## config.mk

```make
export PLATFORM = sky130hd
export DESIGN_NAME = decode_flat
export DESIGN_NICKNAME = d
export VERILOG_FILES = /design/src/datapathPkg.sv /design/src/isaPkg.sv /design/src/ctrlIf.sv /design/src/decode.sv /design/src/flat_wrapper.sv
export VERILOG_INCLUDE_DIRS = /design/src
export SDC_FILE = /design/constraint.sdc
export NUM_CORES = 1
export LEC_CHECK = 0
export BUFFER_PORTS_ARGS = -buffer_cell sky130_fd_sc_hd__buf_2
export CORE_ASPECT_RATIO = 1.5
export CORE_MARGIN = 2
export CORE_UTILIZATION = 30
export DETAILED_ROUTE_END_ITERATION = 8
export PLACE_DENSITY = 0.86
export SLEW_MARGIN = 30
export SYNTH_ARGS = -nofsm -noshare
export SYNTH_HDL_FRONTEND = slang
export SYNTH_SLANG_ARGS = --single-unit
```

## constraint.sdc

```tcl
create_clock -name vclk -period 2
set_clock_uncertainty 0.2 [all_clocks]
set_input_delay 0.3 -clock vclk [all_inputs]
set_output_delay 0.3 -clock vclk [all_outputs]
set_load 0.1 [all_outputs]
```

## src/cpuConsts.svh

```systemverilog
// Widths and memory depths for the single-cycle CPU
// Include in any package or module that sizes a vector or a memory
`ifndef CPU_CONSTS_SVH
`define CPU_CONSTS_SVH

// Data path and instruction word width
`define WORD_WIDTH 32

// Register file index width and register count
`define REG_ADRX_WIDTH 5
`define NUM_REGS (1 << `REG_ADRX_WIDTH)

// Instruction memory word address and depth
`define PC_WIDTH 7
`define IMEM_DEPTH (1 << `PC_WIDTH)

// Data memory word address and depth
`define DMEM_ADRX_WIDTH 6
`define DMEM_DEPTH (1 << `DMEM_ADRX_WIDTH)

`endif
```

## src/datapathPkg.sv

```systemverilog
// Data path types for the teaching CPU
// Words, register indices and memory word addresses
`default_nettype none
`include "cpuConsts.svh"

package datapathPkg;

	// Data or instruction word
	typedef logic [`WORD_WIDTH-1:0] word_t;

	// Register file index
	typedef logic [`REG_ADRX_WIDTH-1:0] regAdrx_t;

	// Instruction memory word address, also the PC
	typedef logic [`PC_WIDTH-1:0] pcAdrx_t;

	// Data memory word address
	typedef logic [`DMEM_ADRX_WIDTH-1:0] dmemAdrx_t;

endpackage

`default_nettype wire

```

## src/isaPkg.sv

```systemverilog
// Instruction set types for the teaching CPU
// Opcodes, ALU operations and the instruction word layout
`default_nettype none
`include "cpuConsts.svh"

package isaPkg;

	// Opcode field, bits 31 to 27
	typedef enum logic [4:0] {
		nop = 5'd0,
		add,
		sub,
		opAnd,
		opOr,
		opXor,
		slt,
		sll,
		lw,
		sw,
		j,
		jr,
		bgt
	} opcode_e;

	// ALU operation select
	// add through sll share their low opcode bits with these codes
	typedef enum logic [2:0] {
		aluPass = 3'd0,
		aluAdd,
		aluSub,
		aluAnd,
		aluOr,
		aluXor,
		aluSlt,
		aluSll
	} aluCtl_e;

	// Raw immediate field before sign extension
	typedef logic [15:0] imm_t;

	// Instruction word layout
	// Second source register overlays imm[15:11]
	typedef struct packed {
		opcode_e                      opcode;
		logic                         isImm;
		logic [`REG_ADRX_WIDTH-1:0]   rd;
		logic [`REG_ADRX_WIDTH-1:0]   rs1;
		imm_t                         imm;
	} instr_t;

endpackage

`default_nettype wire

```

## src/ctrlIf.sv

```systemverilog
// Decoded control bundle from the decoder to the data path blocks
// One instance lives in the CPU top and each block takes its modport
`default_nettype none

interface ctrlIf;
	import isaPkg::*;
	import datapathPkg::*;

	logic    rfWriteEn;
	aluCtl_e aluCtl;
	// High selects the immediate as ALU operand B
	logic    aluBusBSel;
	logic    dmemResultSel;
	logic    dmemWriteEn;
	logic    branch;
	logic    jump;
	pcAdrx_t pcDest;

	modport decoder (output rfWriteEn, aluCtl, aluBusBSel, dmemResultSel,
		dmemWriteEn, branch, jump, pcDest);
	modport datapath (input rfWriteEn, aluBusBSel, dmemResultSel);
	modport mem (input dmemWriteEn);
	modport pc (input branch, jump, pcDest);
endinterface

`default_nettype wire

```

## src/decode.sv

```systemverilog
// Instruction decoder for the single-cycle CPU
// Slices the instruction fields and drives all control through ctrlIf
`default_nettype none
`include "cpuConsts.svh"

module decode (
	input  datapathPkg::word_t    instruction,
	input  logic                  nFlag,
	input  datapathPkg::word_t    jrTarget,
	output datapathPkg::regAdrx_t rdAdrx,
	output datapathPkg::regAdrx_t rs1Adrx,
	output datapathPkg::regAdrx_t rs0Adrx,
	output datapathPkg::word_t    immediate,
	ctrlIf.decoder                ctrl
);
	import isaPkg::*;
	import datapathPkg::*;

	instr_t   instr;
	regAdrx_t rs0Field;

	assign instr = instr_t'(instruction);
	// Second source register shares bits with the immediate
	assign rs0Field = instr.imm[15:11];
	assign rdAdrx = instr.rd;

	// Sign extend to the full word
	assign immediate = {{(`WORD_WIDTH - 16){instr.imm[15]}}, instr.imm};

	always_comb begin
		// Nop behavior unless the opcode says otherwise
		ctrl.rfWriteEn = 1'b0;
		ctrl.aluCtl = aluPass;
		ctrl.aluBusBSel = instr.isImm;
		ctrl.dmemResultSel = 1'b0;
		ctrl.dmemWriteEn = 1'b0;
		ctrl.branch = 1'b0;
		ctrl.jump = 1'b0;
		ctrl.pcDest = instr.imm[`PC_WIDTH-1:0];
		rs1Adrx = instr.rs1;
		rs0Adrx = rs0Field;

		case (instr.opcode)
			add, sub, opAnd, opOr, opXor, slt, sll: begin
				ctrl.rfWriteEn = 1'b1;
				// Low opcode bits are the ALU code
				ctrl.aluCtl = aluCtl_e'(instr.opcode[2:0]);
			end
			lw: begin
				// Address is rs1 plus immediate
				ctrl.rfWriteEn = 1'b1;
				ctrl.aluCtl = aluAdd;
				ctrl.aluBusBSel = 1'b1;
				ctrl.dmemResultSel = 1'b1;
			end
			sw: begin
				ctrl.dmemWriteEn = 1'b1;
				ctrl.aluCtl = aluAdd;
				ctrl.aluBusBSel = 1'b1;
				// Base register sits in the rd field and feeds bus A
				rs1Adrx = instr.rd;
				// Store data from the rs1 field, read on port 0
				rs0Adrx = instr.rs1;
			end
			j: begin
				ctrl.jump = 1'b1;
			end
			jr: begin
				ctrl.jump = 1'b1;
				ctrl.pcDest = jrTarget[`PC_WIDTH-1:0];
			end
			bgt: begin
				// Swap ports so the ALU forms reg[rs0] - reg[rs1]
				rs1Adrx = rs0Field;
				rs0Adrx = instr.rs1;
				ctrl.aluCtl = aluSub;
				ctrl.aluBusBSel = 1'b0;
				// Negative difference means rs1 greater than rs0
				ctrl.branch = nFlag;
			end
			default: begin
			end
		endcase
	end
endmodule

`default_nettype wire

```

## src/flat_wrapper.sv

```systemverilog
// flat-port wrapper written by rule: the top's interface ports become plain ports
module decode_flat import isaPkg::*; import datapathPkg::*;
  (instruction, nFlag, jrTarget, rdAdrx, rs1Adrx, rs0Adrx, immediate, ctrl_rfWriteEn, ctrl_aluCtl, ctrl_aluBusBSel, ctrl_dmemResultSel, ctrl_dmemWriteEn, ctrl_branch, ctrl_jump, ctrl_pcDest);
  ctrlIf ctrl_i ();
  input  datapathPkg::word_t instruction;
  input  logic nFlag;
  input  datapathPkg::word_t jrTarget;
  output datapathPkg::regAdrx_t rdAdrx;
  output datapathPkg::regAdrx_t rs1Adrx;
  output datapathPkg::regAdrx_t rs0Adrx;
  output datapathPkg::word_t immediate;
  output wire logic [$bits(ctrl_i.rfWriteEn)-1:0] ctrl_rfWriteEn;
  output wire logic [$bits(ctrl_i.aluCtl)-1:0] ctrl_aluCtl;
  output wire logic [$bits(ctrl_i.aluBusBSel)-1:0] ctrl_aluBusBSel;
  output wire logic [$bits(ctrl_i.dmemResultSel)-1:0] ctrl_dmemResultSel;
  output wire logic [$bits(ctrl_i.dmemWriteEn)-1:0] ctrl_dmemWriteEn;
  output wire logic [$bits(ctrl_i.branch)-1:0] ctrl_branch;
  output wire logic [$bits(ctrl_i.jump)-1:0] ctrl_jump;
  output wire logic [$bits(ctrl_i.pcDest)-1:0] ctrl_pcDest;
  assign ctrl_rfWriteEn = ctrl_i.rfWriteEn;
  assign ctrl_aluCtl = ctrl_i.aluCtl;
  assign ctrl_aluBusBSel = ctrl_i.aluBusBSel;
  assign ctrl_dmemResultSel = ctrl_i.dmemResultSel;
  assign ctrl_dmemWriteEn = ctrl_i.dmemWriteEn;
  assign ctrl_branch = ctrl_i.branch;
  assign ctrl_jump = ctrl_i.jump;
  assign ctrl_pcDest = ctrl_i.pcDest;
  decode u_core (.instruction(instruction), .nFlag(nFlag), .jrTarget(jrTarget), .rdAdrx(rdAdrx), .rs1Adrx(rs1Adrx), .rs0Adrx(rs0Adrx), .immediate(immediate), .ctrl(ctrl_i));
endmodule
```

# Word level (Yosys, flattened, before mapping)
# Cells that the tools add are included.
[classes] n_eq_ne=12 n_mux=10 reduce_logical=5
[op_table] cell="$eq A5 B4 Y1 const B" n=5
[op_table] cell="$eq A5 B3 Y1 const B" n=4
[op_table] cell="$eq A5 B2 Y1 const B" n=2
[op_table] cell="$pmux W5 S2" n=1
[op_table] cell="$pmux W3 S3" n=1
[op_table] cell="$reduce_or A8 Y1" n=1
[op_table] cell="$mux W7" n=1
[op_table] cell="$reduce_or A7 Y1" n=1
[op_table] cell="$reduce_or A2 Y1" n=3
[op_table] cell="$eq A5 B1 Y1 const B" n=1
[op_table] cell="$mux W1" n=5
[op_table] cell="$mux W5" n=1
[op_table] cell="$pmux W1 S2" n=1
[word_totals] elab_cells=27 register_bits=0 out_inout_bits=63 inputBits=65

# Logic depth before layout (Yosys ltp)
# Gate-level depths: netlist (run 1).
[logic_depth] ltp_word=3 ltp_mapped=5 mapped_depth_nobuf=3

# Least setup slack after synthesis (run 1)
# No wires, ideal clock.
[synth_path] kind="input to output" start="in instruction[28]" end="out ctrl_dmemWriteEn" arrival_ns=3.195 required_ns=1.500 cell_stages=4 setup_slack_ns=-1.695 path_buffers=2 cell_sequence="buf_2 -> or3b_4 -> buf_6 -> nor3b_1"
[synth_between] elab_chain_len=2
[synth_lines] item="start, declared" line_no="flat_wrapper.sv:5" text="input datapathPkg::word_t instruction;"
[synth_lines] item="$eq A5 B4 Y1" line_no="decode.sv:43" text="case (instr.opcode)"
[synth_lines] item="$mux W1" line_no="decode.sv:43"
[synth_lines] item="end, declared" line_no="flat_wrapper.sv:16" text="output wire logic [$bits(ctrl_i.dmemWriteEn)-1:0] ctrl_dmemWriteEn;"
# Every way passes these cells.

# Worst setup path in the final report (run 1)
[layout_path] start="in instruction[28]" end="out rs1Adrx[1]"
[layout_between] elab_chain_len=2 word_cells_on_any_way=3 cone_classes="2 x eq/ne; 1 x mux"
[layout_lines] item="$eq A5 B4 Y1" line_no="decode.sv:43"
[layout_lines] item="$pmux W5 S2 *" line_no="decode.sv:43"
[layout_lines] item="end, declared" line_no="flat_wrapper.sv:9" text="output datapathPkg::regAdrx_t rs1Adrx;"
# Mark *: on every way between the ends. The rest lies on a longest branch, timed or not.

==> results.toml, run 1 <==
[floorplan]
die_area_um2 = 3080
site_row_count = 22
chipWidth_um = 46.0
initial_utilization_pct = 32.0
core_area_um2 = 2480
boundaryPins = 128
die_height_um = 66.9

[final_layout]
diodes = 0
post-route-util_pct = 66.2
num-nets-final = 240
n_sequential_cell = 0
num-clock-buffers = 0
finalInstanceArea_um2 = 1640
nFillCells = 201
instances_no_fill = 197
register_area_um2 = 0
fraction_of_final_layout_cells_with_drive_strength_greater_than_1_pct = 87.9
syn_to_final_growth_pct = 107

[global_routing]
grt_start_max_net_pins = 19
grt.total_usage_pct = 17.6
grt_pass1_vias = 967
grt-ovfl-total = 0
antenna_found_initial = 0
grt_pass1_wl_um = 4090

[placed_design]
gp_congestion = 0.763
dp_hpwl_um = 2420
number_of_cells_after_detailed_placement = 196
dp_slack_ps = -96.2
placement.io_buffers = 95
postPlaceCellArea_um2 = 1560

[hold_path]
holdPathStages = 0
holdPathEnd = "immediate[7]"
hold_path.startpoint = "instruction[7]"
holdCritPathClass = "in2out"

[sta]
setup_viol = 0
period_share_pct = 97.8
transition_time_at_the_pin_with_the_least_slew_margin_ps = 492
setup-tns-final_ps = 0
min_period_ps = 1960
worst_slew_margin_rel_pct = 67.4
fmax_mhz = 511
drv_slew = 0
report.final.hold_viol_count = 0
post-route-worst-setup-slack_ps = 44.7
smallest_hold_slack_ps = 400

[job]
timing.max_cap.violations = 0

[pwr]
comb_power_share_pct = 100.0
power.switching_fraction_pct = 73.7
static-leakage-power_nw = 0.802
netSwitchingPower_mw = 0.606
power_report.internal_total_mw = 0.216
pwr-share-seq_pct = 0
clock_power_share_pct = 0
p_per_area_nw_per_um2 = 501
peakVddDrop_mv = 0.339
finalPower_mw = 0.821

[route]
post_drt_wl_per_cell_um = 14.2
detail_route.first_pass.iterations = 2
drt_iter0_markers = 5
wl_um = 2790
antenna_violating_nets_post_route = 0
avgViaCountPerCell = 4.90
drcViolationCount = 0
route.vias.total = 965

[clocking]
holdBufCountCts = 0
cts_post_setup_buffers_inserted = 0

[logic_synthesis]
ys_seq_area_share_pct = 0
synthTopCellsByCount = "37 x sky130_fd_sc_hd__buf_4, 10 x sky130_fd_sc_hd__nor2_1, 7 x sky130_fd_sc_hd__mux2_2"
synth.cell_area_um2 = 792
synthTopCellsByArea = "sky130_fd_sc_hd__buf_4 35%, sky130_fd_sc_hd__mux2_2 10%, sky130_fd_sc_hd__mux2_4 9.5%"
syn_area_per_cell_um2 = 7.84
syn-instance-count = 101
netlist-cell-type-count = 28
yosys.cell_count.top_type = "sky130_fd_sc_hd__buf_4"
netlist.top_cell.by_area = "sky130_fd_sc_hd__buf_4"
synthesis.nets = 166
synth_warnings = 0
synth_top_cell_area_share_pct = 35.1

[setup_path]
critical_path_arrival_ps = 1460
max_fanout_on_critical_path = 5
cp-startpoint = "instruction[28]"
worstPathRequired_ps = 1500
worstSetupStartpointType = "input pin"
setup.worst_path.class = "in2out"
sort_of_element_at_the_end_of_the_critical_path = "output pin"

[run_status]
outcome = "finished clean"
## worst max-delay path by stage
| stage | slack, ps | cells past startpoint | endpoint |
|---|---|---|---|
| after floorplan | -280 | 4 | ctrl_dmemWriteEn |
| after CTS | -10 | 5 | rs1Adrx[2] |
| after global placement | -60 | 6 | rs1Adrx[2] |
| after global routing | -4 | 6 | rs1Adrx[2] |
| final | 40 | 6 | rs1Adrx[1] |
| after detailed placement | -100 | 6 | rs1Adrx[1] |
## layout by cell type (no fill, tap or decap), types with 2 or more instances in the layout
cell type and count:
sky130_fd_sc_hd__buf_2 66, sky130_fd_sc_hd__mux2_2 7, sky130_fd_sc_hd__mux2_4 5, sky130_fd_sc_hd__a211oi_4 5, sky130_fd_sc_hd__or3b_4 2, sky130_fd_sc_hd__and2b_1 2, sky130_fd_sc_hd__nor3b_4 2, sky130_fd_sc_hd__nor2_1 3
sky130_fd_sc_hd__nor3b_2 2, sky130_fd_sc_hd__nor3_1 3, sky130_fd_sc_hd__a31oi_1 4, sky130_fd_sc_hd__buf_12 22, sky130_fd_sc_hd__buf_6 4, sky130_fd_sc_hd__buf_4 21, sky130_fd_sc_hd__nor3_4 2, sky130_fd_sc_hd__nor2_2 5
sky130_fd_sc_hd__nor2_4 2
## per-layer routing
metal / wire, µm / share of wire (%) / GRT usage, %
met2: 1550 / 55 / 34.9
met1: 850 / 30 / 17.2
met4: 51 / 1.8 / 3.21
met3: 343 / 12 / 4.07
met5: 0 / 0 / 0
## power groups by stage
stage	registers [mW]	logic [mW]	clock network [mW]
3_5_place_dp	0	0.805	0
4_1_cts	0	0.814	0
5_1_grt	0	0.846	0
3_3_place_gp	0	0.798	0
2_1_floorplan	0	0.669	0
6_report	0	0.821	0
## area by class of cell
cell class | instances | area [µm²] | area share, %
multi-input combinational | 60 | 637 | 38.8
tap | 24 | 30.0 | 1.83
timing repair buffer | 113 | 973 | 59.3
## critical path: stages
cell and delay, ps:
sky130_fd_sc_hd__buf_6 110, sky130_fd_sc_hd__or3b_4 430, sky130_fd_sc_hd__buf_4 180, sky130_fd_sc_hd__nor2_1 160
sky130_fd_sc_hd__a211oi_4 90, sky130_fd_sc_hd__buf_12 170
## cell families (layout without fill, tap and decap cells)
group	after synthesis	count (layout)	synth area share, %
AO/OA/AOI/OAI	14	14	12.6
multiplexers	13	13	20.7
buffers and inverters	42	113	39.8
XOR/XNOR	1	1	1.11
AND/OR/NAND/NOR	31	32	25.8
## repair_timing
item | 4_1_cts | 5_1_grt
pin swaps | 2 | 3
endpoints found under the hold margin | 0 | 0
gates resized for setup | 8 | 16
gates cloned | 1 | 0
endpoints found under the setup margin | 5 | 19
Power figures use the tool's default switching activity.
==> inputs of run 2 (changes only) <==
- CORE_UTILIZATION: 30 -> 27
- PLACE_DENSITY: 0.86 -> 0.82
- clock period: 2 -> 1.6 ns (I/O delays scaled with it)
==> run 2 against run 1 <==
Against the previous run:
- the flow now finishes with violations (setup timing)
- design area grew 36%
- critical endpoint is now rs1Adrx[2]
- cell count grew 13%
- die area grew 10%
- largest power group unchanged
==> results.toml, run 2 (synthesis gave the netlist of run 1 again) <==
[route]
antenna_violating_nets_post_route = 0
post_drt_wl_per_cell_um = 14.6
wl_um = 3250
drt_iter0_markers = 8
detail_route.first_pass.iterations = 3
avgViaCountPerCell = 4.67
route.vias.total = 1041
drcViolationCount = 0

[final_layout]
diodes = 0
fraction_of_final_layout_cells_with_drive_strength_greater_than_1_pct = 92.9
syn_to_final_growth_pct = 182
n_sequential_cell = 0
layout.cells.most_common = "sky130_fd_sc_hd__buf_2"
post-route-util_pct = 78.2
instances_no_fill = 223
finalInstanceArea_um2 = 2230
register_area_um2 = 0
num-nets-final = 251
final_cell_mix = "47 x sky130_fd_sc_hd__buf_2, 45 x sky130_fd_sc_hd__buf_12, 18 x sky130_fd_sc_hd__buf_4, 12 x sky130_fd_sc_hd__mux2_4, 12 x sky130_fd_sc_hd__buf_6"
num-clock-buffers = 0

[sta]
setup_viol = 20
period_share_pct = 118
min_period_ps = 1880
post-route-worst-setup-slack_ps = -280
report.final.hold_viol_count = 0
worst_slew_margin_rel_pct = 67.1
drv_slew = 0
transition_time_at_the_pin_with_the_least_slew_margin_ps = 497
fmax_mhz = 532
smallest_hold_slack_ps = 280
rsz_0062_raised_after_global_routing = "true"

[setup_path]
critical_path_arrival_ps = 1440
sort_of_element_at_the_end_of_the_critical_path = "output pin"
worstPathRequired_ps = 1160
worstSetupStartpointType = "input pin"
critPathTopFamily = "simple AND/OR/NAND/NOR gates"
cells_along_the_critical_path = "buf_8, or3b_4, buf_6, nor3_4, buf_6, a211oi_4, buf_12"
critical_path.max_stage_delay_ps = 420
critical_path_buf_inv_count = 4
setup.worst_path.class = "in2out"
worst_path_max_delay_cell = "sky130_fd_sc_hd__or3b_4"
max_fanout_on_critical_path = 4
cp_common_cell = "sky130_fd_sc_hd__buf_6"

[global_routing]
grt-ovfl-total = 0
grt_start_max_net_pins = 18
antenna_found_initial = 0
grt_pass1_vias = 1090
grt.total_usage_pct = 18.9
grt_pass1_wl_um = 4820

[floorplan]
site_row_count = 24
boundaryPins = 128
initial_utilization_pct = 27.8
core_area_um2 = 2850
chipWidth_um = 48.2
die_height_um = 70.3
die_area_um2 = 3390

[placed_design]
gp_congestion = 0.712
placement.io_buffers = 95
postPlaceCellArea_um2 = 1980
dp_hpwl_um = 2740
number_of_cells_after_detailed_placement = 218

[clocking]
holdBufCountCts = 0

[pwr]
peakVddDrop_mv = 0.341
finalPower_mw = 1.20
p_per_area_nw_per_um2 = 539
static-leakage-power_nw = 1.06

[run_status]
violations = "setup timing"
outcome = "finished with violations"

[hold_path]
holdCritPathClass = "in2out"

[job]
timing.max_cap.violations = 0
[run 2: cell count changes in the layout (fill, tap and decap cells not counted), sizes merged]
| cell | before | now |
|---|---|---|
| or3b | 2 | 1 |
| buf | 113 | 125 |
[run 2: per-stage QoR]
step / worst slack [ps] / TNS [ps]
6_report: -280 / -3680
5_1_grt: -305 / -4560
4_1_cts: -276 / -3710
3_5_place_dp: -361 / -6470
3_3_place_gp: -323 / -5750
2_1_floorplan: -599 / -4750
[run 2: area by class of cell]
cell class / count / area (µm²)
multi-input cells: 59 / 729
repair buffers: 125 / 1450
fillers: 174 / 623
well taps: 39 / 48.8
[run 2: final timing paths]
| kind | startpoint | to | slack [ps] | cells past startpoint |
|---|---|---|---|---|
| hold / removal | instruction[7] | immediate[7] | 280 | 0 |
| setup / recovery | instruction[28] | rs1Adrx[2] | -280 | 7 |
[run 2: what timing repair did]
action | in CTS | in global routing
buffers inserted | 4 | 2
endpoints found under the setup margin | 24 | 23
pin swaps | 17 | 11
gates resized for setup | 36 | 16
[run 2: layer usage]
metal	wire, µm	GRT usage, %	up-vias
li1	-	-	477
met1	922	17.4	467
met2	1920	38.3	87
met3	323	2.84	10
met4	75	3.30	0
met5	0	0	-
[run 2: power by group]
part           switching, mW  total [mW]  leakage [nW]  internal [mW]
combinational          0.798        1.20          1.06          0.405
clock                      0           0             0              0
sequential                 0           0             0              0
==> inputs of run 3 (changes only) <==
- BUFFER_PORTS_ARGS: -buffer_cell sky130_fd_sc_hd__buf_2 -> -buffer_cell sky130_fd_sc_hd__clkbuf_2
- CORE_UTILIZATION: 27 -> 30
- PLACE_DENSITY: 0.82 -> 0.86
- SLEW_MARGIN: 30 -> default
- clock period: 1.6 -> 2 ns (I/O delays scaled with it)
==> run 3 against run 2 <==
Against the previous run:
- the flow now finishes without violations
- via count down 6.6%
- count of clock-buffer cells in the layout unchanged
- flip-flop and latch count unchanged
- hold slack better by 120 ps
- largest power group unchanged
==> results.toml, run 3 (synthesis gave the netlist of run 1 again) <==
[route]
drcViolationCount = 0
detail_route.first_pass.iterations = 4
avgViaCountPerCell = 5.06
wl_um = 2980
route.vias.total = 972
antenna_violating_nets_post_route = 0
drt_iter0_markers = 16
post_drt_wl_per_cell_um = 15.5

[sta]
period_share_pct = 98.2
transition_time_at_the_pin_with_the_least_slew_margin_ps = 543
min_period_ps = 1960
worst_slew_margin_rel_pct = 64.0
smallest_hold_slack_ps = 400
post-route-worst-setup-slack_ps = 36.0
setup_viol = 0
rsz_0062_raised_after_global_routing = "true"
report.final.hold_viol_count = 0
drv_slew = 0
fmax_mhz = 509

[pwr]
peakVddDrop_mv = 0.320
static-leakage-power_nw = 0.804
finalPower_mw = 0.832
p_per_area_nw_per_um2 = 507

[floorplan]
initial_utilization_pct = 32.0
die_height_um = 66.9
core_area_um2 = 2480
chipWidth_um = 46.0
site_row_count = 22
die_area_um2 = 3080
boundaryPins = 128

[placed_design]
placement.io_buffers = 95
dp_hpwl_um = 2540
gp_congestion = 0.768
dp_slack_ps = -74.3
number_of_cells_after_detailed_placement = 188

[setup_path]
worstSetupStartpointType = "input pin"
setup.worst_path.class = "in2out"
critical_path.max_stage_delay_ps = 470
critical_path_arrival_ps = 1460
critical_path_buf_inv_count = 3
cells_along_the_critical_path = "buf_8, or3b_4, buf_6, nor3b_4, buf_12"
worst_path_max_delay_cell = "sky130_fd_sc_hd__or3b_4"
max_fanout_on_critical_path = 7
sort_of_element_at_the_end_of_the_critical_path = "output pin"
worstPathRequired_ps = 1500
critPathTopFamily = "simple AND/OR/NAND/NOR gates"

[final_layout]
syn_to_final_growth_pct = 107
nFillCells = 198
final_cell_mix = "66 x sky130_fd_sc_hd__clkbuf_2, 26 x sky130_fd_sc_hd__buf_12, 12 x sky130_fd_sc_hd__buf_4, 7 x sky130_fd_sc_hd__mux2_2, 6 x sky130_fd_sc_hd__nor2_1"
fraction_of_final_layout_cells_with_drive_strength_greater_than_1_pct = 87.5
layout.cells.most_common = "sky130_fd_sc_hd__clkbuf_2"
n_sequential_cell = 0
instances_no_fill = 192
num-nets-final = 235
num-clock-buffers = 0
diodes = 0
register_area_um2 = 0
post-route-util_pct = 66.3

[global_routing]
antenna_found_initial = 0
grt.total_usage_pct = 20.5
grt_start_max_net_pins = 20
globalRouteMet1Util_pct = 20.4
grtUsageMet2_pct = 43.1
grt-ovfl-total = 0
grt_pass1_vias = 1065
global_route.peak_usage_layer = "met2"
grt_util_met3_pct = 2.71
grt_pass1_wl_um = 4720

[run_status]
outcome = "finished clean"

[hold_path]
holdCritPathClass = "in2out"

[job]
timing.max_cap.violations = 0
[run 3: changes by cell type in the layout (fill, tap and decap cells not counted), sizes merged]
cell    change
buf        -83
clkbuf     +66
or3b        +1
[run 3: area by class of cell]
cell class	instances	area, µm²	share of cell area (%)
well taps	24	30.0	1.83
multi-input cells	60	629	38.3
repair buffers	108	983	59.9
[run 3: metal layers]
metal / share of wire, % / wire (µm)
met1: 32 / 947
met2: 57 / 1690
met3: 11 / 314
met4: 0.81 / 24
met5: 0 / 0
[run 3: what timing repair did]
action                     in CTS  in global routing
buffers inserted                1                  2
gates cloned                    1                  0
pin swaps                       1                  4
hold buffers                    0                  0
setup endpoints to repair       3                 19
gates resized for setup         4                 15
[run 3: report_power, final]
group	internal [mW]	switching (mW)	leakage (nW)
logic	0.223	0.609	0.804
registers	0	0	0
clock network	0	0	0
[run 3: path summary, 6_finish.rpt]
path,startpoint,to,cells past startpoint
setup / recovery,instruction[31],ctrl_dmemWriteEn,5
hold / removal,instruction[7],immediate[7],0
[run 3: per-stage QoR]
stage	TNS, ps	cell area [µm²]
global route	-31.4	1640
finish	0	1640
CTS	-6.17	1590
detailed placement	-183	1560
global placement	-34.0	1560
floorplan	-2030	910
